`src/design/alu_defines.svh`:
```
// Execute cluster parameters
// Lane count, data width and the widths of the instruction tag fields
`ifndef ALU_DEFINES_SVH
`define ALU_DEFINES_SVH

// Lanes per warp instruction, one per thread
`define ALU_NUM_LANES 4

// Data path width in bits
`define ALU_XLEN 32

// Warp ID bits
`define ALU_NW_WIDTH 2

// Destination register index bits
`define ALU_NR_BITS 5

// Instruction tag bits
`define ALU_UUID_WIDTH 8

`endif
```
`src/design/alu_op_pkg.sv`:
```
// Execute request types
// Operation classes, integer and M opcodes and the dispatched request record
package alu_op_pkg;

`include "alu_defines.svh"

    typedef enum logic [1:0] {
        OP_CLASS_ARITH  = 2'd0,
        OP_CLASS_BRANCH = 2'd1,
        OP_CLASS_MULDIV = 2'd2
    } op_class_e;

    // Integer ops, shared by the arithmetic and branch classes
    typedef enum logic [3:0] {
        INT_ADD, INT_SUB, INT_AND, INT_OR, INT_XOR, INT_SLL, INT_SRL, INT_SRA,
        INT_SLT, INT_SLTU, INT_BEQ, INT_BNE, INT_BLT, INT_BGE, INT_BLTU, INT_JAL
    } int_op_e;

    typedef enum logic [2:0] {
        MDV_MUL, MDV_MULH, MDV_MULHU, MDV_DIV, MDV_DIVU, MDV_REM, MDV_REMU
    } mdv_op_e;

    typedef struct packed {
        logic    pad;
        mdv_op_e op;
    } mdv_op_t;

    // The op word is read by the integer unit or the multiply/divide unit
    // depending on the op class
    typedef union packed {
        int_op_e int_op;
        mdv_op_t mdv;
    } alu_op_u;

    typedef struct packed {
        logic [`ALU_UUID_WIDTH-1:0]                uuid;
        logic [`ALU_NW_WIDTH-1:0]                  wid;
        logic [`ALU_NUM_LANES-1:0]                 tmask;
        logic [`ALU_XLEN-1:0]                      pc;
        op_class_e                                 op_class;
        alu_op_u                                   op;
        logic [`ALU_NR_BITS-1:0]                   rd;
        logic                                      wb;
        logic [`ALU_XLEN-1:0]                      imm;
        logic [`ALU_NUM_LANES-1:0][`ALU_XLEN-1:0] rs1_data;
        logic [`ALU_NUM_LANES-1:0][`ALU_XLEN-1:0] rs2_data;
    } exec_req_t;

endpackage

```
`src/design/alu_dispatch.sv`:
```
// Dispatch stage
// Single-entry register that accepts a warp instruction and steers it
// to the integer or the multiply/divide unit by op class
`timescale 1ns/10ps

module alu_dispatch (
    input  logic                  clk,
    input  logic                  rst_n,
    input  logic                  in_valid,
    input  alu_op_pkg::exec_req_t in_req,
    output logic                  in_ready,
    output logic                  int_valid,
    output logic                  mdv_valid,
    output alu_op_pkg::exec_req_t out_req,
    input  logic                  int_ready,
    input  logic                  mdv_ready
);
    import alu_op_pkg::*;

    logic full;
    logic is_mdv;
    logic sel_ready;

    // Class is decoded on entry so the output side only looks at one flop
    assign sel_ready = is_mdv ? mdv_ready : int_ready;
    assign in_ready  = ~full | sel_ready;
    assign int_valid = full & ~is_mdv;
    assign mdv_valid = full & is_mdv;

    always_ff @(posedge clk or negedge rst_n) begin
        if (!rst_n) begin
            full   <= 1'b0;
            is_mdv <= 1'b0;
        end else if (in_ready) begin
            full   <= in_valid;
            is_mdv <= in_valid && (in_req.op_class == OP_CLASS_MULDIV);
        end
    end

    always_ff @(posedge clk) begin
        if (in_ready && in_valid) begin
            out_req <= in_req;
        end
    end

endmodule

```
`config.mk`:
```
export PLATFORM = sky130hd
export DESIGN_NAME = alu_dispatch
export DESIGN_NICKNAME = d
export VERILOG_FILES = /design/src/design/alu_op_pkg.sv /design/src/design/alu_dispatch.sv
export VERILOG_INCLUDE_DIRS = /design/src /design/src/design
export SDC_FILE = /design/constraint.sdc
export NUM_CORES = 1
export LEC_CHECK = 0
export ABC_CLOCK_PERIOD_IN_PS = 25000
export BUFFER_PORTS_ARGS = -buffer_cell sky130_fd_sc_hd__buf_2
export CAP_MARGIN = 5
export CORE_AREA = 3 3 272 274
export CTS_CLUSTER_DIAMETER = 150
export CTS_CLUSTER_SIZE = 10
export DETAILED_ROUTE_END_ITERATION = 10
export DIE_AREA = 0 0 275 277
export PLACE_DENSITY_LB_ADDON = 0.1
export SYNTH_ARGS = -nofsm -noshare
export SYNTH_HDL_FRONTEND = slang
export SYNTH_SLANG_ARGS = --single-unit
```
`constraint.sdc`:
```
create_clock -name clk -period 25 [get_ports clk]
set_clock_uncertainty 0.05 [all_clocks]
set_input_delay 2.5 -clock clk [delete_from_list [all_inputs] [get_ports clk]]
set_output_delay 2.5 -clock clk [all_outputs]
set_load 0.1 [all_outputs]
```
==> metrics.md <==
| Metric | Value |
|---|---|
| Synth unique cells | `11` |
| Worst setup EP type | `primary output` |
| CTS tree | `done` |
| Port buffer count | `699` |
| Critical path class | `input pin to primary output` |
| Register area share after synthesis | `between 90% and 100%` |
| Hold Vio Cnt, Final | `0` |
| Largest family of logic cells by synthesized area | `simple AND/OR/NAND/NOR gates` |
| Routed length per instance | `18.6 um` |
| Share of cells above drive strength 1 | `67.2%` |
| Power per Cell Area | `about 95 mW/mm2` |
| Overall Power | `~1.5 mW` |
| Met3 wire length | `around 4600 um` |
| H-tree levels | `2` |
| Crit-path max FO | `3` |
| Core Area | `about 0.07 mm2` |
| Register area | `0.0104 mm2` |
| Routability cong. | `0.731` |
| Total number of vias | `between 6,000 and 7,000` |
| DR iter-0 viols | `between 300 and 400` |
| Initial Util | `14.7%` |
| Num CTS Buffers | `40` |
| Synth Area in Compound Gates | `0.250%` |
| Syn-to-layout area delta | `55.3%` |
| WP data arrival | `between 3000 and 4000 ps` |
| DP HPWL | `a little over 30,000 um` |
| Slew @ Worst Pin | `974 ps` |
| Slew HR | `35.1%` |
| Fmax | `approximately 170 MHz` |
| Global route overflow | `0` |
| Ys Warns | `0` |
| Setup Viol. Count Final | `0` |
| CTS Sinks | `between 300 and 400` |
| Final WL | `between 30,000 and 40,000 um` |
| Cts hold-fix bufs | `0` |
| Commonest non-fill, non-tap cell in the layout | `buf_2` |
| Post-cts sizing count | `0` |
| Initial DRT Pass Iterations | `4` |
| I/O pin cnt | `700` |
| Status | `completed` |
| Residual DRC | `0` |
| Multiplexer share of the synthesized area | `0%` |
| Mean Syn Cell Area | `about 30 um2` |
| Number of global-route vias before repair | `slightly above 7,000` |
| Leakage | `between 6 and 7 nW` |
| Final setup TNS | `0 ps` |
| WP data required | `~22,000 ps` |
| Multi-input gate area | `between 70 and 80 um2` |
| #FFs+latches synth | `around 350` |
| Largest net degree at the start of global routing | `75` |
| Worst skew pair latency | `roughly 540 ps` |
| Number of fill cells | `7,661` |
| Met1 wire length | `11,400 um` |
| Die W | `about 280 um` |
| Clock slew seen by the registers of the worst setup and hold paths | `around 60 ps` |
| Highest metal used | `met5` |
| Commonest cells after routing, fill and taps aside | `buf_2 (699), edfxtp_1 (346), clkbuf_16 (41), clkbuf_1 (7), buf_4 (5)` |
| Peak supply drop | `roughly 47 uV` |
| Post-CTS Repair Setup Buffers | `0` |
| Period Utilization, post-route | `23.5%` |
| Fin crit period | `~6000 ps` |
| Xor/xnor share of the synthesized area | `0%` |
| Die area | `approximately 0.076 mm2` |
| Wire length on met2 | `21,300 um` |
| Max-cap viol count | `0` |
| Die Y | `277 um` |
| Synth Area in Adders | `0%` |
| Syn Std Cell Area | `0.0105 mm2` |
| DP Area | `around 0.015 mm2` |
| Post-Synth Simple-Gate Area | `less than 1%` |
| Antenna violations before repair | `17` |
| Root Buffer | `clkbuf_16` |
| Routed Antenna Nets | `0` |
| Final net count | `between 1,000 and 1,500` |
| Synthesized Nets | `slightly above 700` |
| Cell area after layout | `~0.016 mm2` |
| Overall Global Routing Usage | `9.63%` |
| Global-route wire length before repair | `52,300 um` |
| Count of pins over their slew limit | `0` |
| Vias per cell | `~3.1` |
| Row count | `about 100` |
| HP Class | `flop to flop` |
| Worst setup SP type | `input pin` |
| RSZ-0062 raised after global routing | `no` |
| Cells after Synth | `between 300 and 400` |
| Maximum clock path buffer count | `3` |
-- metrics by stage --
step | worst slack (ps) | cells | util (%) | hold WS [ps]
after global routing | 18990 | 2065 | 22.8 | 584
after global placement | 18690 | 2013 | 21.3 | 551
final | 19120 | 2070 | 22.8 | 544
after floorplan | 12820 | 359 | - | 512
after detailed placement | 18660 | 2013 | 21.3 | 539
after CTS | 19090 | 2064 | 22.8 | 540
-- state kept, by name, indices dropped and copies added, names as in the netlist --
register / flops
full: 1
is_mdv: 1
out_req: 346
-- critical path: stages --
cell and delay (ps):
buf_2 80, inv_1 60, o211ai_2 210, buf_2 480
-- cell families (layout without fill, tap and decap cells) --
group	count (synthesis)	after routing
flops	348	348
simple gates	7	7
buf+inv	1	756
other cells	0	6
compound gates	3	3
-- Yosys cell counts, drive strengths merged --
library cell | instances | area [um2]
nand3b | 1 | 7.51
nand2b | 2 | 12.5
and2 | 2 | 12.5
a2bb2oi | 1 | 8.76
nor2b | 1 | 6.26
inv | 1 | 3.75
a21oi | 1 | 5.00
edfxtp | 346 | 10400
o211ai | 1 | 12.5
dfrtp | 2 | 50.1
nand2 | 1 | 3.75
-- worst paths after layout --
kind / slack [ps] / cells past startpoint / from / end
worst max-delay path: 19120 / 4 / int_ready / in_ready
worst min-delay path: 540 / 2 / full / is_mdv
worst max register to register: 21020 / 5 / is_mdv / out_req[80]
worst min register to register: 540 / 2 / full / is_mdv
max in group asynchronous: 23020 / 1 / rst_n / full
min in group asynchronous: 1730 / 1 / rst_n / is_mdv
-- routing by layer --
| metal | vias to the layer above | track usage [%] |
|---|---|---|
| li1 | 2957 | - |
| met1 | 3069 | 8.33 |
| met2 | 371 | 18.6 |
| met3 | 69 | 4.90 |
| met4 | 8 | 3.48 |
| met5 | - | 0 |
-- cell type report --
cell class                      count  area share, %
Clock buffer                       48           6.44
Timing Repair Buffer              704           21.7
Multi-Input combinational cell     10          0.437
Sequential cell                   348           63.9
Tap cell                          950           7.28
Antenna cell                        6         0.0920
Inverter                            1         0.0230
Clock inverter                      3          0.130
-- report_power, final --
| group | internal [mW] | total [mW] | switching, mW |
|---|---|---|---|
| sequential | 0.686 | 0.694 | 0.00756 |
| combinational | 0.0414 | 0.330 | 0.288 |
| clock | 0.293 | 0.520 | 0.227 |
| total | 1.02 | 1.54 | 0.523 |
Power figures use the tool's default switching activity.
