### src/design/alu_defines.svh
// Execute cluster parameters
// Lane count, data width and the widths of the instruction tag fields
`ifndef ALU_DEFINES_SVH
`define ALU_DEFINES_SVH

// Lanes per warp instruction, one per thread
`define ALU_NUM_LANES 4

// Data path width in bits
`define ALU_XLEN 32

// Warp ID bits
`define ALU_NW_WIDTH 2

// Destination register index bits
`define ALU_NR_BITS 5

// Instruction tag bits
`define ALU_UUID_WIDTH 8

`endif
### src/design/alu_commit_pkg.sv
// Result types
// Commit record sent to writeback and the branch outcome report
package alu_commit_pkg;

`include "alu_defines.svh"

    typedef struct packed {
        logic [`ALU_UUID_WIDTH-1:0]                uuid;
        logic [`ALU_NW_WIDTH-1:0]                  wid;
        logic [`ALU_NUM_LANES-1:0]                 tmask;
        logic [`ALU_XLEN-1:0]                      pc;
        logic [`ALU_NR_BITS-1:0]                   rd;
        logic                                      wb;
        logic [`ALU_NUM_LANES-1:0][`ALU_XLEN-1:0] data;
    } commit_t;

    // Dest is the next program counter of the warp
    typedef struct packed {
        logic [`ALU_NW_WIDTH-1:0] wid;
        logic                     taken;
        logic [`ALU_XLEN-1:0]     dest;
    } branch_t;

endpackage

### src/design/alu_op_pkg.sv
// Execute request types
// Operation classes, integer and M opcodes and the dispatched request record
package alu_op_pkg;

`include "alu_defines.svh"

    typedef enum logic [1:0] {
        OP_CLASS_ARITH  = 2'd0,
        OP_CLASS_BRANCH = 2'd1,
        OP_CLASS_MULDIV = 2'd2
    } op_class_e;

    // Integer ops, shared by the arithmetic and branch classes
    typedef enum logic [3:0] {
        INT_ADD, INT_SUB, INT_AND, INT_OR, INT_XOR, INT_SLL, INT_SRL, INT_SRA,
        INT_SLT, INT_SLTU, INT_BEQ, INT_BNE, INT_BLT, INT_BGE, INT_BLTU, INT_JAL
    } int_op_e;

    typedef enum logic [2:0] {
        MDV_MUL, MDV_MULH, MDV_MULHU, MDV_DIV, MDV_DIVU, MDV_REM, MDV_REMU
    } mdv_op_e;

    typedef struct packed {
        logic    pad;
        mdv_op_e op;
    } mdv_op_t;

    // The op word is read by the integer unit or the multiply/divide unit
    // depending on the op class
    typedef union packed {
        int_op_e int_op;
        mdv_op_t mdv;
    } alu_op_u;

    typedef struct packed {
        logic [`ALU_UUID_WIDTH-1:0]                uuid;
        logic [`ALU_NW_WIDTH-1:0]                  wid;
        logic [`ALU_NUM_LANES-1:0]                 tmask;
        logic [`ALU_XLEN-1:0]                      pc;
        op_class_e                                 op_class;
        alu_op_u                                   op;
        logic [`ALU_NR_BITS-1:0]                   rd;
        logic                                      wb;
        logic [`ALU_XLEN-1:0]                      imm;
        logic [`ALU_NUM_LANES-1:0][`ALU_XLEN-1:0] rs1_data;
        logic [`ALU_NUM_LANES-1:0][`ALU_XLEN-1:0] rs2_data;
    } exec_req_t;

endpackage

### src/design/alu_int_unit.sv
// Integer execute unit
// Per-lane arithmetic, logic, shift and compare ops plus branch resolution,
// with one output register and a single-cycle branch report
`timescale 1ns/10ps
`include "alu_defines.svh"

module alu_int_unit (
    input  logic                    clk,
    input  logic                    rst_n,
    input  logic                    in_valid,
    input  alu_op_pkg::exec_req_t   in_req,
    output logic                    in_ready,
    output logic                    out_valid,
    output alu_commit_pkg::commit_t out_rsp,
    input  logic                    out_ready,
    output logic                    branch_valid,
    output alu_commit_pkg::branch_t branch_data
);
    import alu_op_pkg::*;
    import alu_commit_pkg::*;

    localparam int XLEN = `ALU_XLEN;

    logic            in_fire;
    logic            is_branch;
    logic [XLEN-1:0] link_pc;
    logic [XLEN-1:0] cmp_a;
    logic [XLEN-1:0] cmp_b;
    logic            taken;
    commit_t         rsp_next;
    branch_t         br_next;

    // Branch ops other than jal leave the lane result at zero
    function automatic logic [XLEN-1:0] int_lane_op(int_op_e op, logic [XLEN-1:0] a,
                                                    logic [XLEN-1:0] b,
                                                    logic [XLEN-1:0] link);
        case (op)
            INT_ADD:  return a + b;
            INT_SUB:  return a - b;
            INT_AND:  return a & b;
            INT_OR:   return a | b;
            INT_XOR:  return a ^ b;
            INT_SLL:  return a << b[4:0];
            INT_SRL:  return a >> b[4:0];
            INT_SRA:  return $unsigned($signed(a) >>> b[4:0]);
            INT_SLT:  return {{(XLEN-1){1'b0}}, $signed(a) < $signed(b)};
            INT_SLTU: return {{(XLEN-1){1'b0}}, a < b};
            INT_JAL:  return link;
            default:  return '0;
        endcase
    endfunction

    assign in_ready  = ~out_valid | out_ready;
    assign in_fire   = in_valid & in_ready;
    assign is_branch = (in_req.op_class == OP_CLASS_BRANCH);
    assign link_pc   = in_req.pc + XLEN'(4);

    // Branch compare uses the lowest active lane
    always_comb begin
        cmp_a = in_req.rs1_data[0];
        cmp_b = in_req.rs2_data[0];
        for (int i = `ALU_NUM_LANES - 1; i >= 0; i--) begin
            if (in_req.tmask[i]) begin
                cmp_a = in_req.rs1_data[i];
                cmp_b = in_req.rs2_data[i];
            end
        end
    end

    always_comb begin
        case (in_req.op.int_op)
            INT_BEQ:  taken = (cmp_a == cmp_b);
            INT_BNE:  taken = (cmp_a != cmp_b);
            INT_BLT:  taken = ($signed(cmp_a) < $signed(cmp_b));
            INT_BGE:  taken = ($signed(cmp_a) >= $signed(cmp_b));
            INT_BLTU: taken = (cmp_a < cmp_b);
            INT_JAL:  taken = 1'b1;
            default:  taken = 1'b0;
        endcase
    end

    always_comb begin
        rsp_next.uuid  = in_req.uuid;
        rsp_next.wid   = in_req.wid;
        rsp_next.tmask = in_req.tmask;
        rsp_next.pc    = in_req.pc;
        rsp_next.rd    = in_req.rd;
        rsp_next.wb    = in_req.wb;
        for (int i = 0; i < `ALU_NUM_LANES; i++) begin
            if (in_req.tmask[i]) begin
                rsp_next.data[i] = int_lane_op(in_req.op.int_op, in_req.rs1_data[i],
                                               in_req.rs2_data[i], link_pc);
            end else begin
                rsp_next.data[i] = '0;
            end
        end
        br_next.wid   = in_req.wid;
        br_next.taken = taken;
        br_next.dest  = taken ? (in_req.pc + in_req.imm) : link_pc;
    end

    // The strobe rises together with out_valid for the same branch
    always_ff @(posedge clk or negedge rst_n) begin
        if (!rst_n) begin
            out_valid    <= 1'b0;
            branch_valid <= 1'b0;
        end else begin
            if (in_ready) begin
                out_valid <= in_valid;
            end
            branch_valid <= in_fire & is_branch;
        end
    end

    always_ff @(posedge clk) begin
        if (in_fire) begin
            out_rsp <= rsp_next;
        end
        if (in_fire && is_branch) begin
            branch_data <= br_next;
        end
    end

endmodule

### config.mk
export PLATFORM = sky130hd
export DESIGN_NAME = alu_int_unit
export DESIGN_NICKNAME = d
export VERILOG_FILES = /design/src/design/alu_commit_pkg.sv /design/src/design/alu_op_pkg.sv /design/src/design/alu_int_unit.sv
export VERILOG_INCLUDE_DIRS = /design/src /design/src/design
export SDC_FILE = /design/constraint.sdc
export NUM_CORES = 2
export LEC_CHECK = 0
export ABC_AREA = 1
export BUFFER_PORTS_ARGS = -buffer_cell sky130_fd_sc_hd__buf_4
export CAP_MARGIN = 0
export CORE_ASPECT_RATIO = 0.5
export CORE_MARGIN = 2
export CORE_UTILIZATION = 25
export CTS_CLUSTER_DIAMETER = 50
export CTS_CLUSTER_SIZE = 30
export DETAILED_ROUTE_END_ITERATION = 16
export PLACE_DENSITY_LB_ADDON = 0.2
export SYNTH_ARGS = -nofsm -noshare
export SYNTH_HDL_FRONTEND = slang
export SYNTH_SLANG_ARGS = --single-unit
### constraint.sdc
create_clock -name clk -period 12.79 [get_ports clk]
set_input_delay 1.279 -clock clk [delete_from_list [all_inputs] [get_ports clk]]
set_output_delay 1.279 -clock clk [all_outputs]
set_load 0.005 [all_outputs]
==> run summary <==
Reg area = 6510 um^2
CTS Root Buffer Type = clkbuf_16
multiplexer share of the synthesized area = 0.172%
min-delay worst type = in2async
Iter 0 DRT Violations = 12200
Flop pwr share = 19.7%
crit path DAT = 6520 ps
Multi-input gate area = 39800 um^2
Combinational Power Share = 57.3%
crit path time final = 6060 ps
Final Hold Vio Count = 0
endpoints failing setup = 0
Crit-path slowest cell = buf_4
Die X = 652 um
Critical Path RT = 13250 ps
worst-path fanout max = 97
CTS resizes = 0
Mapped Nets = 10400
first-pass GRT wire length = 518000 um
clock skew = 110 ps
I/O Pins = 568
fin worst setup slack = 6730 ps
Mapped Avg Cell Area = 5.46 um^2
H-tree depth = 1
number of remaining DRC errors = 0
CTS tree = done
share of flip-flops with an asynchronous set or reset = 0.922%
RePlAce Congestion = 1.09
Routed WL = 386000 um
initial antenna violation count = 45
FF+latch count, synth = 217
Via Count = 72200
PortBufs = 567
CTS hold repair buffers = 0
Clk Latency, worst-skew pair = 810 ps
FMAX = 0.165 GHz
Pins Over Slew Limit = 0
Pleak = 30.1 nW
RSZ-0062 raised after global routing = no
initial core utilization = 25.3%
VDD IR max = 0.120 mV
slew margin rel. = 11.8%
switching fraction of total power = 54.3%
crit path kind = in2reg
Synth Area in Compound Gates = 16.8%
final core occ = 28.9%
Tot GR Track Use = 34.2%
largest net degree at the start of global routing = 98
gr ovfl total = 0
Synth Instances = 9622
number of global-route vias before repair = 64300
number of max-cap violations = 0
Area Growth Syn to Fin = 14.2%
Main synth FF type = edfxtp_1
sequential cell area fraction in the yosys report = 12.4%
DRT antenna net count = 0
Crit path depth = 22
clock power share = 23.0%
adder-cell share of the synthesized area = 11.1%
internal power = 2.00 mW
pwr/cell area = 73.0 nW/um^2
worst slack, placed = 6170 ps
number of flops mapped to enable cells by yosys = 215
most numerous cell on the critical path = nand2_1
post-synth cell types = 59
WL per Instance = 30.5 um
final period utilization = 47.4%
Post-Synth XOR/XNOR Area = 0.851%
Post-CTS Setup Inserts = 0
worst path cell trace = buf_4 -> buf_4 -> nand2_1 -> o211ai_1 -> o21ai_0 -> o21ai_0 -> o21ai_0 -> ha_1 -> nand2_1 -> nor2_1 -> nand2_1 -> inv_1 -> nand2_1 -> nor2_1 -> nand2_1 -> nand2_1 -> o21ai_0 -> nand3_1 -> nand2_2 -> nand2_2 -> nand2_1 -> nand2_1
Synth Area in Simple Gates = 46.9%
Via-to-Cell Ratio = 5.71
fill count = 24400
CTS Sinks = 217
Max Buffers Root-to-Sink = 3
Hold Slack = 350 ps
YS warnings = 0
synthesized cell area = 52500 um^2
CP bufs+invs = 3
worst reg2reg path depth = 5
Setup TNS = 0 ps
Worst setup SP type = primary input
fin nets = 10600
die area = 214000 um^2
fraction of layout cells with a size suffix above 1 = 7.99%
total CTS buffers = 31
hpwl dp = 316000 um
critical path endpoint category = register
die height = 328 um
number of core rows = 118
cell family with most CP delay = simple AND/OR/NAND/NOR gates
Clock Pin Slew Worst Setup and Hold Paths = 70 ps
worst slew pin tran = 1320 ps
CORE AREA = 208000 um^2
outcome = complete, no violations
drt pass-1 iters = 8
sw power = 2.38 mW
combinational family with the most area after synthesis = simple AND/OR/NAND/NOR gates
biggest cell delay along the critical path = 910 ps
[metrics by stage]
stage	power [mW]	cells	cell area [um^2]
after floorplan	2.22	9622	52500
after global placement	3.28	12600	58800
after detailed placement	3.26	12600	58800
after CTS	4.29	12600	59900
after global routing	4.56	12600	60000
final	4.38	12600	60000
[power by group through the flow]
stage                     clock [mW]  combinational [mW]  sequential [mW]
final                           1.01                2.51            0.864
after floorplan                    0                1.33            0.885
after CTS                       1.03                2.39            0.865
after global placement             0                2.40            0.880
after global routing            1.05                2.64            0.868
after detailed placement           0                2.38            0.880
[final timing paths]
check	start	endpoint	slack, ps
max	in_req[335]	branch_data[17]$_DFFE_PP_	6730
min	rst_n	out_valid$_DFFE_PN0N_	350
max reg2reg	out_valid$_DFFE_PN0N_	out_rsp[20]$_SDFFCE_PN0P_	10130
min reg2reg	out_valid$_DFFE_PN0N_	out_valid$_DFFE_PN0N_	550
max in group asynchronous	rst_n	branch_valid$_DFF_PN0_	12350
min in group clk	out_valid$_DFFE_PN0N_	out_valid$_DFFE_PN0N_	550
[per-layer routing]
metal | vias to the layer above | routed length (um) | global-route usage, %
li1 | 32400 | - | -
met1 | 34500 | 161000 | 46.9
met2 | 4607 | 153000 | 48.1
met3 | 639 | 51200 | 11.1
met4 | 42 | 20500 | 15.6
met5 | - | 307 | 0
[logic make-up (layout without fill, tap and decap cells)]
| kind of cell | after synthesis | count (layout) |
|---|---|---|
| other cells | 0 | 17 |
| mux | 9 | 9 |
| simple gates | 5779 | 5779 |
| flops | 217 | 217 |
| compound gates | 1540 | 1540 |
| xor+xnor | 51 | 51 |
| fa+ha+maj | 461 | 461 |
| buf+inv | 1565 | 1800 |
[synthesized netlist by cell type, types with 5 or more instances]
library cell / n / area [um^2]
nand2_1: 2969 / 11100
nand3_1: 1540 / 7710
inv_1: 1071 / 4020
nor2_1: 882 / 3310
a21oi_1: 541 / 2710
o21ai_0: 516 / 2580
ha_1: 452 / 5660
edfxtp_1: 215 / 6460
o211ai_1: 196 / 1470
clkbuf_1: 188 / 706
buf_2: 167 / 836
nand4_1: 145 / 907
nor3_1: 97 / 485
buf_1: 80 / 300
o22ai_1: 72 / 450
and2_1: 54 / 338
o21bai_1: 50 / 375
xor2_1: 44 / 385
a22oi_1: 33 / 248
inv_2: 25 / 93.8
buf_4: 24 / 180
o21a_1: 24 / 180
nand3b_1: 21 / 158
a31oi_1: 20 / 125
o21ai_1: 17 / 85.1
a211oi_1: 15 / 113
nor2_2: 15 / 93.8
a21o_1: 13 / 97.6
nor4_1: 13 / 81.3
a221oi_1: 11 / 96.3
or2_2: 10 / 62.6
fa_1: 9 / 180
mux2i_1: 9 / 90.1
nor2_4: 9 / 101
o221ai_1: 8 / 70.1
a21boi_0: 7 / 52.6
nor3b_1: 7 / 52.6
o2111ai_1: 7 / 61.3
xnor2_1: 7 / 61.3
clkbuf_2: 5 / 25.0
[final cells by class]
| class | count | share of cell area [%] |
|---|---|---|
| diodes | 17 | 0.0709 |
| clock buffers | 31 | 1.29 |
| clock inverters | 26 | 0.607 |
| inverters | 1099 | 6.92 |
| multi-input cells | 7840 | 66.4 |
| flip-flops and latches | 217 | 10.8 |
| well taps | 2760 | 5.76 |
| repair buffers | 644 | 8.06 |
[placed cells by master (no fill, tap or decap), types with 31 or more instances in the layout]
cell type,synthesis,final
a21oi_1,541,541
inv_1,1071,1063
o21bai_1,50,50
clkbuf_16,0,31
nand2_1,2969,2966
o22ai_1,72,72
xor2_1,44,44
nand3_1,1540,1540
edfxtp_1,215,215
ha_1,452,452
buf_4,24,644
and2_1,54,54
o211ai_1,196,196
nor2_1,882,879
nand4_1,145,145
nor3_1,97,96
o21ai_0,516,516
a22oi_1,33,33
[flip-flops by register name, indices dropped and copies added (netlist names)]
signal,flops
branch_data,35
out_rsp,180
out_valid,1
branch_valid,1
Note: power is estimated with default switching activity, not from simulation.
