### config.mk
export PLATFORM = sky130hd
export DESIGN_NAME = alu_rsp_arb
export DESIGN_NICKNAME = d
export VERILOG_FILES = /design/src/design/alu_commit_pkg.sv /design/src/design/alu_rsp_arb.sv
export VERILOG_INCLUDE_DIRS = /design/src /design/src/design
export SDC_FILE = /design/constraint.sdc
export NUM_CORES = 1
export LEC_CHECK = 0
export ABC_CLOCK_PERIOD_IN_PS = 8980
export BUFFER_PORTS_ARGS = -buffer_cell sky130_fd_sc_hd__clkbuf_2
export CAP_MARGIN = 20
export CORE_AREA = 2 2 212 214
export CTS_CLUSTER_DIAMETER = 80
export DETAILED_ROUTE_END_ITERATION = 16
export DIE_AREA = 0 0 214 216
export HOLD_SLACK_MARGIN = 0.15
export SLEW_MARGIN = 20
export SYNTH_ARGS = -nofsm -noshare
export SYNTH_HDL_FRONTEND = slang
export SYNTH_SLANG_ARGS = --single-unit
### constraint.sdc
create_clock -name clk -period 8.98 [get_ports clk]
set_input_delay 1.796 -clock clk [delete_from_list [all_inputs] [get_ports clk]]
set_output_delay 1.796 -clock clk [all_outputs]
set_load 0.01 [all_outputs]
### src/design/alu_defines.svh
// Execute cluster parameters
// Lane count, data width and the widths of the instruction tag fields
`ifndef ALU_DEFINES_SVH
`define ALU_DEFINES_SVH

// Lanes per warp instruction, one per thread
`define ALU_NUM_LANES 4

// Data path width in bits
`define ALU_XLEN 32

// Warp ID bits
`define ALU_NW_WIDTH 2

// Destination register index bits
`define ALU_NR_BITS 5

// Instruction tag bits
`define ALU_UUID_WIDTH 8

`endif
### src/design/alu_commit_pkg.sv
// Result types
// Commit record sent to writeback and the branch outcome report
package alu_commit_pkg;

`include "alu_defines.svh"

    typedef struct packed {
        logic [`ALU_UUID_WIDTH-1:0]                uuid;
        logic [`ALU_NW_WIDTH-1:0]                  wid;
        logic [`ALU_NUM_LANES-1:0]                 tmask;
        logic [`ALU_XLEN-1:0]                      pc;
        logic [`ALU_NR_BITS-1:0]                   rd;
        logic                                      wb;
        logic [`ALU_NUM_LANES-1:0][`ALU_XLEN-1:0] data;
    } commit_t;

    // Dest is the next program counter of the warp
    typedef struct packed {
        logic [`ALU_NW_WIDTH-1:0] wid;
        logic                     taken;
        logic [`ALU_XLEN-1:0]     dest;
    } branch_t;

endpackage

### src/design/alu_rsp_arb.sv
// Response arbiter
// Round-robin merge of the integer and multiply/divide result streams
// into one registered commit port
`timescale 1ns/10ps

module alu_rsp_arb (
    input  logic                    clk,
    input  logic                    rst_n,
    input  logic                    int_valid,
    input  alu_commit_pkg::commit_t int_rsp,
    output logic                    int_ready,
    input  logic                    mdv_valid,
    input  alu_commit_pkg::commit_t mdv_rsp,
    output logic                    mdv_ready,
    output logic                    out_valid,
    output alu_commit_pkg::commit_t out_rsp,
    input  logic                    out_ready
);
    logic load;
    logic prio_mdv;
    logic grant_int;
    logic grant_mdv;

    assign load = ~out_valid | out_ready;

    // The priority input only matters when both sides request
    assign grant_int = int_valid & (~mdv_valid | ~prio_mdv);
    assign grant_mdv = mdv_valid & (~int_valid | prio_mdv);

    assign int_ready = load & grant_int;
    assign mdv_ready = load & grant_mdv;

    always_ff @(posedge clk or negedge rst_n) begin
        if (!rst_n) begin
            out_valid <= 1'b0;
            prio_mdv  <= 1'b0;
        end else if (load) begin
            out_valid <= int_valid | mdv_valid;
            if (grant_int) begin
                prio_mdv <= 1'b1;
            end else if (grant_mdv) begin
                prio_mdv <= 1'b0;
            end
        end
    end

    always_ff @(posedge clk) begin
        if (load && (int_valid || mdv_valid)) begin
            out_rsp <= grant_mdv ? mdv_rsp : int_rsp;
        end
    end

endmodule

==> metrics.txt, run 1 <==
status=completed; relative slew slack=0.314; register bit total from synthesis=~180; Crit. End Element=output port; RSZ-0062 raised after global routing=false; max-slew violation count=0; largest net degree at the start of global routing=about 130; GP Congestion=a little under 0.9; clock skew=about 7.4 ps; Hold Path Class=register to register; first-pass GRT wire length=approximately 38 mm; antenna-violating nets left=0; syn_area_per_cell=roughly 21 sq um; CTS tree=done; WS Path Type=primary input to output port; TNS Setup=0 ps; H-tree depth=4; register area=roughly 5500 sq um; GRT Overall Usage=0.113; total of max-cap violations=0; # setup viols final=0; area grow syn2layout=46.9%; Num CTS Buffers=17; Data required, critical path=around 7200 ps; peak supply drop=approximately 140 uV; CP arrival=approximately 2400 ps; yosys warns=0; synth unique cells=15; Placed Instances=1517; I/O Buffers=547; capture point of the worst path=int_ready; worst setup path start=out_ready; total power=between 2 and 2.5 mW; final period utilization=0.466; initial antenna violation count=2; # fillers=4471; Avg WL per Cell=approximately 17 um; vias in the first global route=just over 6000; Cell Count, Final, Fillers Out=around 1600; most frequent cells in the layout=clkbuf_2, edfxtp_1, mux2_2; PostCTS Resize Cnt=0; Vias=~5600; latest clock arrival within the worst-skew pair=between 400 and 500 ps; FF-to-FF Start=prio_mdv$_DFFE_PN0P_; clk slew on worst S/H paths=roughly 70 ps; row count=77; Setup Fix Bufs, Post-CTS=0; vias per cell=3.60; Seq/Total Area, Yosys=0.670; Detailed Route WL=about 26 mm; Max Freq=~240 MHz; starting density of the core=0.186; core area=43800 sq um; Remaining DRCs=0; initial drt markers=between 150 and 200; CTS Buffer Depth=2; die area=about 46000 sq um; commonest non-fill, non-tap cell in the layout=clkbuf_2; leak pwr=~5.5 nW; Pwr Density=about 180 nW/um^2; WHS=approximately 600 ps; DP HPWL=about 21 mm; Worst Tran Pin Value=between 1000 and 1500 ps; Tmin final=approximately 4200 ps; Reg-to-Reg End=out_rsp[46]$_DFFE_PP_; area of the mapped netlist=~8100 sq um; Syn Inst Count=~400; Die X=about 210 um; Clk Tree Root Cell=clkbuf_16; final hold violation count=0; Worst Path Max Fanout=3; IO Count=~550; share of cells above drive strength 1=0.796; R2R Setup Slk=6270 ps; syn_nets=758; Layout Nets=~1300; global route overflow=0; startpoint types=primary input; cts hold-fix bufs=0; TritonCTS Sinks=182; Die Y=between 200 and 250 um; Reg2Reg Depth=4; first drt pass iteration count=4; area of the multi-input gates=2430 sq um
-- stage by stage --
| step | area (sq um) | util | setup slack (ps) |
|---|---|---|---|
| global placement | 11400 | 0.260 | 4730 |
| global route | 12000 | 0.273 | 4730 |
| floorplan | 8150 | - | 1950 |
| detailed placement | 11400 | 0.260 | 4700 |
| CTS | 12000 | 0.273 | 4800 |
| finish | 12000 | 0.273 | 4790 |
-- synthesized netlist by cell type --
library cell,n,area share
a31oi_1,1,0.00077
nand2_1,1,0.00046
mux2_4,89,0.16
nand2b_1,1,0.00077
buf_12,10,0.025
mux2_2,91,0.13
a211oi_1,1,0.00092
nor2b_1,1,0.00077
dfrtp_1,2,0.0061
inv_2,1,0.00046
nor2_1,3,0.0014
buf_4,10,0.0092
a21oi_1,1,0.00061
edfxtp_1,180,0.66
o21ai_1,1,0.00061
-- routing by layer --
layer	global-route usage	up-vias	wire length, um
met5	0	-	0
met4	0.0576	0	733
met3	0.0383	22	2120
met2	0.202	342	13700
met1	0.117	2576	9710
li1	-	2647	-
-- how the worst min path moves through the flow --
stage                           from               endpoint  slack (ps)  cells past startpoint
3_5_place_dp   out_valid$_DFFE_PN0P_  out_valid$_DFFE_PN0P_         590                      2
5_1_grt        out_valid$_DFFE_PN0P_  out_valid$_DFFE_PN0P_         650                      2
4_1_cts         prio_mdv$_DFFE_PN0P_   prio_mdv$_DFFE_PN0P_         600                      1
3_3_place_gp    prio_mdv$_DFFE_PN0P_   prio_mdv$_DFFE_PN0P_         580                      1
6_report       out_valid$_DFFE_PN0P_  out_valid$_DFFE_PN0P_         590                      2
2_1_floorplan   prio_mdv$_DFFE_PN0P_   prio_mdv$_DFFE_PN0P_         480                      1
-- registers in the layout (all words and copies together), names as in the netlist --
register,cells
out_valid,1
out_rsp,180
prio_mdv,1
-- cell families (layout without fill, tap and decap cells) --
logic type             Yosys count  in the layout  synth area share
AO/OA/AOI/OAI                    4              4           0.00292
buffers and inverters           21            585            0.0342
flip-flops                     182            182             0.670
multiplexers                   180            180             0.290
other                            0              2                 0
AND/OR/NAND/NOR                  6              6           0.00338
-- report_power, final --
group | total [mW] | internal, mW | switching, mW
logic | 0.408 | 0.217 | 0.191
clock network | 0.713 | 0.379 | 0.334
registers | 1.06 | 1.03 | 0.0239
total | 2.18 | 1.63 | 0.549
-- critical path: stages --
cell	delay [ps]
clkbuf_2	90
nor2b_1	270
a211oi_1	90
clkbuf_2	140
-- cell type report --
class,instances,area share
Multi-Input combinational cell,190,0.203
Inverter,1,0.000314
Sequential cell,182,0.456
Clock inverter,13,0.00899
Timing Repair Buffer,552,0.233
Antenna cell,2,0.000418
Tap cell,592,0.0619
Clock buffer,19,0.0362
Note: power is estimated with default switching activity, not from simulation.
==> run 2, diff against run 1 <==
ABC_CLOCK_PERIOD_IN_PS = 4200   (was 8980)
CORE_AREA = 2 2 214 216   (was 2 2 212 214)
DIE_AREA = 0 0 216 218   (was 0 0 214 216)
clock period = 4.2 ns   (was 8.98 ns; I/O delays follow)
==> metrics.txt, run 2 (synthesized netlist as in run 1, its figures left out) <==
GRT Overall Usage=0.0980; R2R Setup Slk=roughly 2100 ps; M1 wire length=8.49 mm; Tmin final=2490 ps; GP Congestion=roughly 0.77; Hold Path Class=register to register; RSZ-0062 raised after global routing=false; max-slew violation count=0; most frequent cells in the layout=clkbuf_2, edfxtp_1, mux2_2; H-tree depth=4; TritonCTS Sinks=182; Layout Nets=~1300; commonest non-fill, non-tap cell in the layout=clkbuf_2; WHS=584 ps; Largest register FFs=180; worst hold start=out_valid$_DFFE_PN0P_; Reg2Reg Depth=4; Endpoint, Worst Hold=out_valid$_DFFE_PN0P_; n_diodes=0; Remaining DRCs=0; initial antenna violation count=1; CP max stage delay=~230 ps; CP arrival=about 1700 ps; fin util=0.268; Worst Tran Pin Value=approximately 600 ps; TNS Setup=0 ps; # fillers=approximately 4600; Crit. End Element=output port; DP HPWL=19.0 mm; largest net degree at the start of global routing=91; I/O Buffers=547; highest metal used=met5; antenna-violating nets left=0; status=completed; vias per cell=3.63; Die X=about 220 um; crit-path cells=clkbuf_2 > inv_2 > o21ai_4 > buf_12 > nor2_1 > clkbuf_2; area grow syn2layout=47.9%; placed inst area=11500 sq um; global route overflow=0; first-pass GRT wire length=roughly 33 mm; first drt pass iteration count=4; clk slew on worst S/H paths=roughly 70 ps; # setup viols final=0; met3 WL=roughly 2.5 mm; IO Count=~550; Detailed Route WL=roughly 24 mm; Worst Hold Depth=2; final hold violation count=0; FF-to-FF Start=prio_mdv$_DFFE_PN0P_; cell repeated most along the worst path=clkbuf_2; Top Registers=out_rsp: 180 flops, out_valid: 1 flops, prio_mdv: 1 flops; die area=roughly 47000 sq um; Num CTS Buffers=17; Die Y=~220 um; row count=~80; clock skew=between 9 and 10 ps; Biggest register=out_rsp; initial drt markers=212; relative slew slack=0.600; total power=4.70 mW; top cell family by delay on the critical path=buffers and inverters; core area=about 45000 sq um; cell area after layout=approximately 12000 sq um; share of cells above drive strength 1=0.796; Clk Tree Root Cell=clkbuf_16; leak pwr=roughly 5.5 nW; Worst Path Max Fanout=21; critical path depth=6; WS Path Type=primary input to output port; Vias=between 5000 and 6000; vias in the first global route=approximately 5800; Max Freq=~400 MHz; Pwr Density=between 300 and 400 nW/um^2; Setup Fix Bufs, Post-CTS=0; total of max-cap violations=0; Avg WL per Cell=~15 um; startpoint types=primary input; CTS Buffer Depth=2; Data required, critical path=roughly 3400 ps; peak supply drop=between 150 and 200 uV; latest clock arrival within the worst-skew pair=roughly 460 ps; starting density of the core=0.181; number of buffers and inverters on the critical path=4; Crit-path slowest cell=buf_12; met2 WL=12.0 mm; final period utilization=0.593; CTS tree=done; Reg-to-Reg End=out_rsp[23]$_DFFE_PP_
-- run 2: changes by cell type in the layout (fill, tap and decap cells not counted), sizes merged --
cell / delta
bufinv: +1
clkinv: +1
clkinvlp: -2
diode: -2
dlygate4sd3: +1
inv: -1
-- run 2: final cells by class --
cell class	count	area (sq um)	area share
sequential	182	5460	0.453
timing repair buffer	553	2850	0.236
multi-input combinational	190	2430	0.202
tap	600	751	0.0623
clock buffer	19	433	0.0359
clock inverter	12	131	0.0109
inverter	1	3.75	0.000311
-- run 2: worst max-delay path by stage --
| stage | slack [ps] | from | to |
|---|---|---|---|
| 2_1_floorplan | 190 | out_ready | out_rsp[0]$_DFFE_PP_ |
| 3_3_place_gp | 1590 | int_valid | out_rsp[23]$_DFFE_PP_ |
| 3_5_place_dp | 1560 | int_valid | out_rsp[23]$_DFFE_PP_ |
| 4_1_cts | 1700 | int_valid | mdv_ready |
| 5_1_grt | 1650 | int_valid | mdv_ready |
| 6_report | 1710 | int_valid | mdv_ready |
-- run 2: per-stage QoR --
stage                     setup WS, ps  instances
final                             1710       1557
after global routing              1650       1557
after detailed placement          1560       1525
after CTS                         1700       1557
after global placement            1590       1525
after floorplan                    194        393
-- run 2: timing repair --
item / 4_1_cts / 5_1_grt
hold buffers: 1 / 0
endpoints found under the hold margin: 2 / 0
resized for setup: 0 / 0
-- run 2: worst register-to-register path, delay by kind of cell (launching register included) --
kind / cells / cell delay, ps
flops: 1 / 440
buf+inv: 2 / 630
compound gates: 1 / 220
mux: 1 / 550
-- run 2: routing by layer --
layer | track usage | vias up
met4 | 0.0486 | 2
li1 | - | 2648
met5 | 0 | -
met1 | 0.0986 | 2628
met2 | 0.171 | 340
met3 | 0.0450 | 27
-- run 2: where the power goes --
part           internal, mW  total, mW  switching, mW
Sequential             2.21       2.26         0.0522
Clock                 0.870       1.57          0.702
Combinational         0.472      0.868          0.396
==> run 3, diff against run 2 <==
ABC_AREA = 1   (was unset)
ABC_CLOCK_PERIOD_IN_PS = 2100   (was 4200)
CORE_AREA = 2 2 216 218   (was 2 2 214 216)
DIE_AREA = 0 0 218 220   (was 0 0 216 218)
clock period = 2.1 ns   (was 4.2 ns; I/O delays follow)
==> metrics.txt, run 3 <==
status=completed; syn_area_per_cell=9.91 sq um; crit-path cells=inv_1 > nand2_1 > nand2_4 > nor2_1 > clkbuf_2; total of max-cap violations=0; latest clock arrival within the worst-skew pair=about 470 ps; share of cells above drive strength 1=0.457; Post-synth ARST share=0.0110; Biggest register=out_rsp; Die X=between 200 and 250 um; max-slew violation count=0; Worst Tran Pin Value=between 300 and 400 ps; Pwr Density=821 nW/um^2; CP arrival=between 1000 and 1500 ps; cts hold-fix bufs=1; Setup Fix Bufs, Post-CTS=0; Crit-path slowest cell=dfrtp_1; I/O Buffers=547; initial antenna violation count=1; # setup viols final=0; antenna-violating nets left=0; WS Path Type=register to output port; Crit. End Element=output port; Reg2Reg Depth=5; core area=between 40000 and 50000 sq um; total power=a little under 10 mW; clock skew=between 10 and 15 ps; Syn Inst Count=780; most common cell in the netlist=nand2_1; Tmin final=1800 ps; Avg WL per Cell=approximately 14 um; EDFF count, synth=180; worst setup path start=prio_mdv$_DFFE_PN0P_; # fillers=4869; GP Congestion=around 0.86; Layout Nets=between 1500 and 2000; R2R Setup Slk=slightly below 600 ps; starting density of the core=0.169; first drt pass iteration count=5; CP max stage delay=about 370 ps; DP HPWL=between 20 and 25 mm; area of the mapped netlist=roughly 7700 sq um; vias in the first global route=just under 7000; largest cells by area after synthesis=edfxtp_1, nand2_1, buf_2, clkbuf_1, dfrtp_1; TNS Setup=0 ps; peak supply drop=415 uV; relative slew slack=0.775; Die Y=about 220 um; largest net degree at the start of global routing=70; most frequent cells in the layout=clkbuf_2, nand2_1, edfxtp_1; capture point of the worst path=mdv_ready; clk slew on worst S/H paths=around 70 ps; CTS tree=done; top cell family by delay on the critical path=flip-flops; PostCTS Resize Cnt=0; die area=48000 sq um; Data required, critical path=about 1700 ps; RSZ-0062 raised after global routing=false; Clk Tree Root Cell=clkbuf_16; area leader, netlist=edfxtp_1; initial drt markers=~330; top cells by count, synth=nand2_1, edfxtp_1, buf_2; TritonCTS Sinks=around 180; Hold Path Class=primary input to register; area grow syn2layout=56.8%; Vias=~7400; number of buffers and inverters on the critical path=2; Reg-to-Reg End=out_rsp[118]$_DFFE_PP_; startpoint types=register; commonest non-fill, non-tap cell in the layout=clkbuf_2; fin util=0.264; Seq/Total Area, Yosys=0.706; final hold violation count=0; CTS Buffer Depth=2; worst hold start=int_rsp[147]; Detailed Route WL=around 28 mm; GRT Overall Usage=0.112; H-tree depth=4; critical path depth=5; Num CTS Buffers=17; IO Count=about 550; Post-synth top flop=edfxtp_1; Worst Path Max Fanout=11; Largest register FFs=180; synth unique cells=9; global route overflow=0; Max Freq=about 550 MHz; FF-to-FF Start=out_valid$_DFFE_PN0P_; register bit total from synthesis=182; n_diodes=0; row count=about 80; vias per cell=3.76; yosys warns=0; Top Registers=out_rsp: 180 flops, out_valid: 1 flops, prio_mdv: 1 flops; Remaining DRCs=0; first-pass GRT wire length=between 30 and 40 mm; leak pwr=6.25 nW; syn_nets=1145; final period utilization=0.858; Synth top area share=0.699
==> run 3: cell types whose count changed after synthesis, sizes merged, moves of 2 or more <==
cell | before | now
buf | 20 | 22
nor2 | 3 | 1
nand2 | 1 | 551
clkbuf | 0 | 16
inv | 1 | 7
mux2 | 180 | 0
==> run 3: area by class of cell <==
type	count	area, sq um	area share
Clock buffer	18	429	0.0354
Sequential cell	182	5460	0.450
Timing Repair Buffer	582	3140	0.259
Inverter	7	58.8	0.00485
Multi-Input combinational cell	553	2120	0.175
Clock inverter	14	151	0.0125
Tap cell	607	759	0.0627
==> run 3: worst register-to-register path: stages (launching register included) <==
cell,delay (ps)
dfrtp_2,450
nand2_8,100
nand2_4,60
clkinvlp_4,100
buf_12,170
buf_12,260
==> run 3: kinds of logic (layout without fill, tap and decap cells) <==
group / count (synthesis) / in the layout / synth area share
simple gates: 553 / 553 / 0.269
flops: 182 / 182 / 0.706
buf+inv: 45 / 621 / 0.0257
==> run 3: stage by stage <==
step / instance area [sq um] / hold WS (ps) / cells / setup slack [ps]
4_1_cts: 12100 / 159 / 1963 / 230
3_5_place_dp: 11500 / 216 / 1930 / 385
6_report: 12100 / 208 / 1963 / 298
2_1_floorplan: 7800 / 124 / 780 / -1530
5_1_grt: 12100 / 175 / 1963 / 190
3_3_place_gp: 11500 / 212 / 1930 / 376
==> run 3: worst min path at each step <==
stage                             endpoint  depth (start not counted)
finish              out_rsp[147]$_DFFE_PP_                          3
global route        out_rsp[107]$_DFFE_PP_                          3
CTS                  out_rsp[14]$_DFFE_PP_                          3
detailed placement    prio_mdv$_DFFE_PN0P_                          1
global placement      prio_mdv$_DFFE_PN0P_                          1
floorplan            out_valid$_DFFE_PN0P_                          0
==> run 3: layer usage <==
metal  vias to the layer above  track usage  part of all wire
met5                         -            0           0.00057
met1                      3269        0.123              0.39
li1                       3626            -                 -
met3                        33       0.0380             0.089
met4                         2       0.0549             0.026
met2                       445        0.194              0.50
==> run 3: power by group <==
part	switching (mW)	internal, mW	total [mW]
Clock	1.43	1.75	3.19
Sequential	0.149	4.56	4.71
Combinational	1.23	0.827	2.05
Total	2.80	7.14	9.95
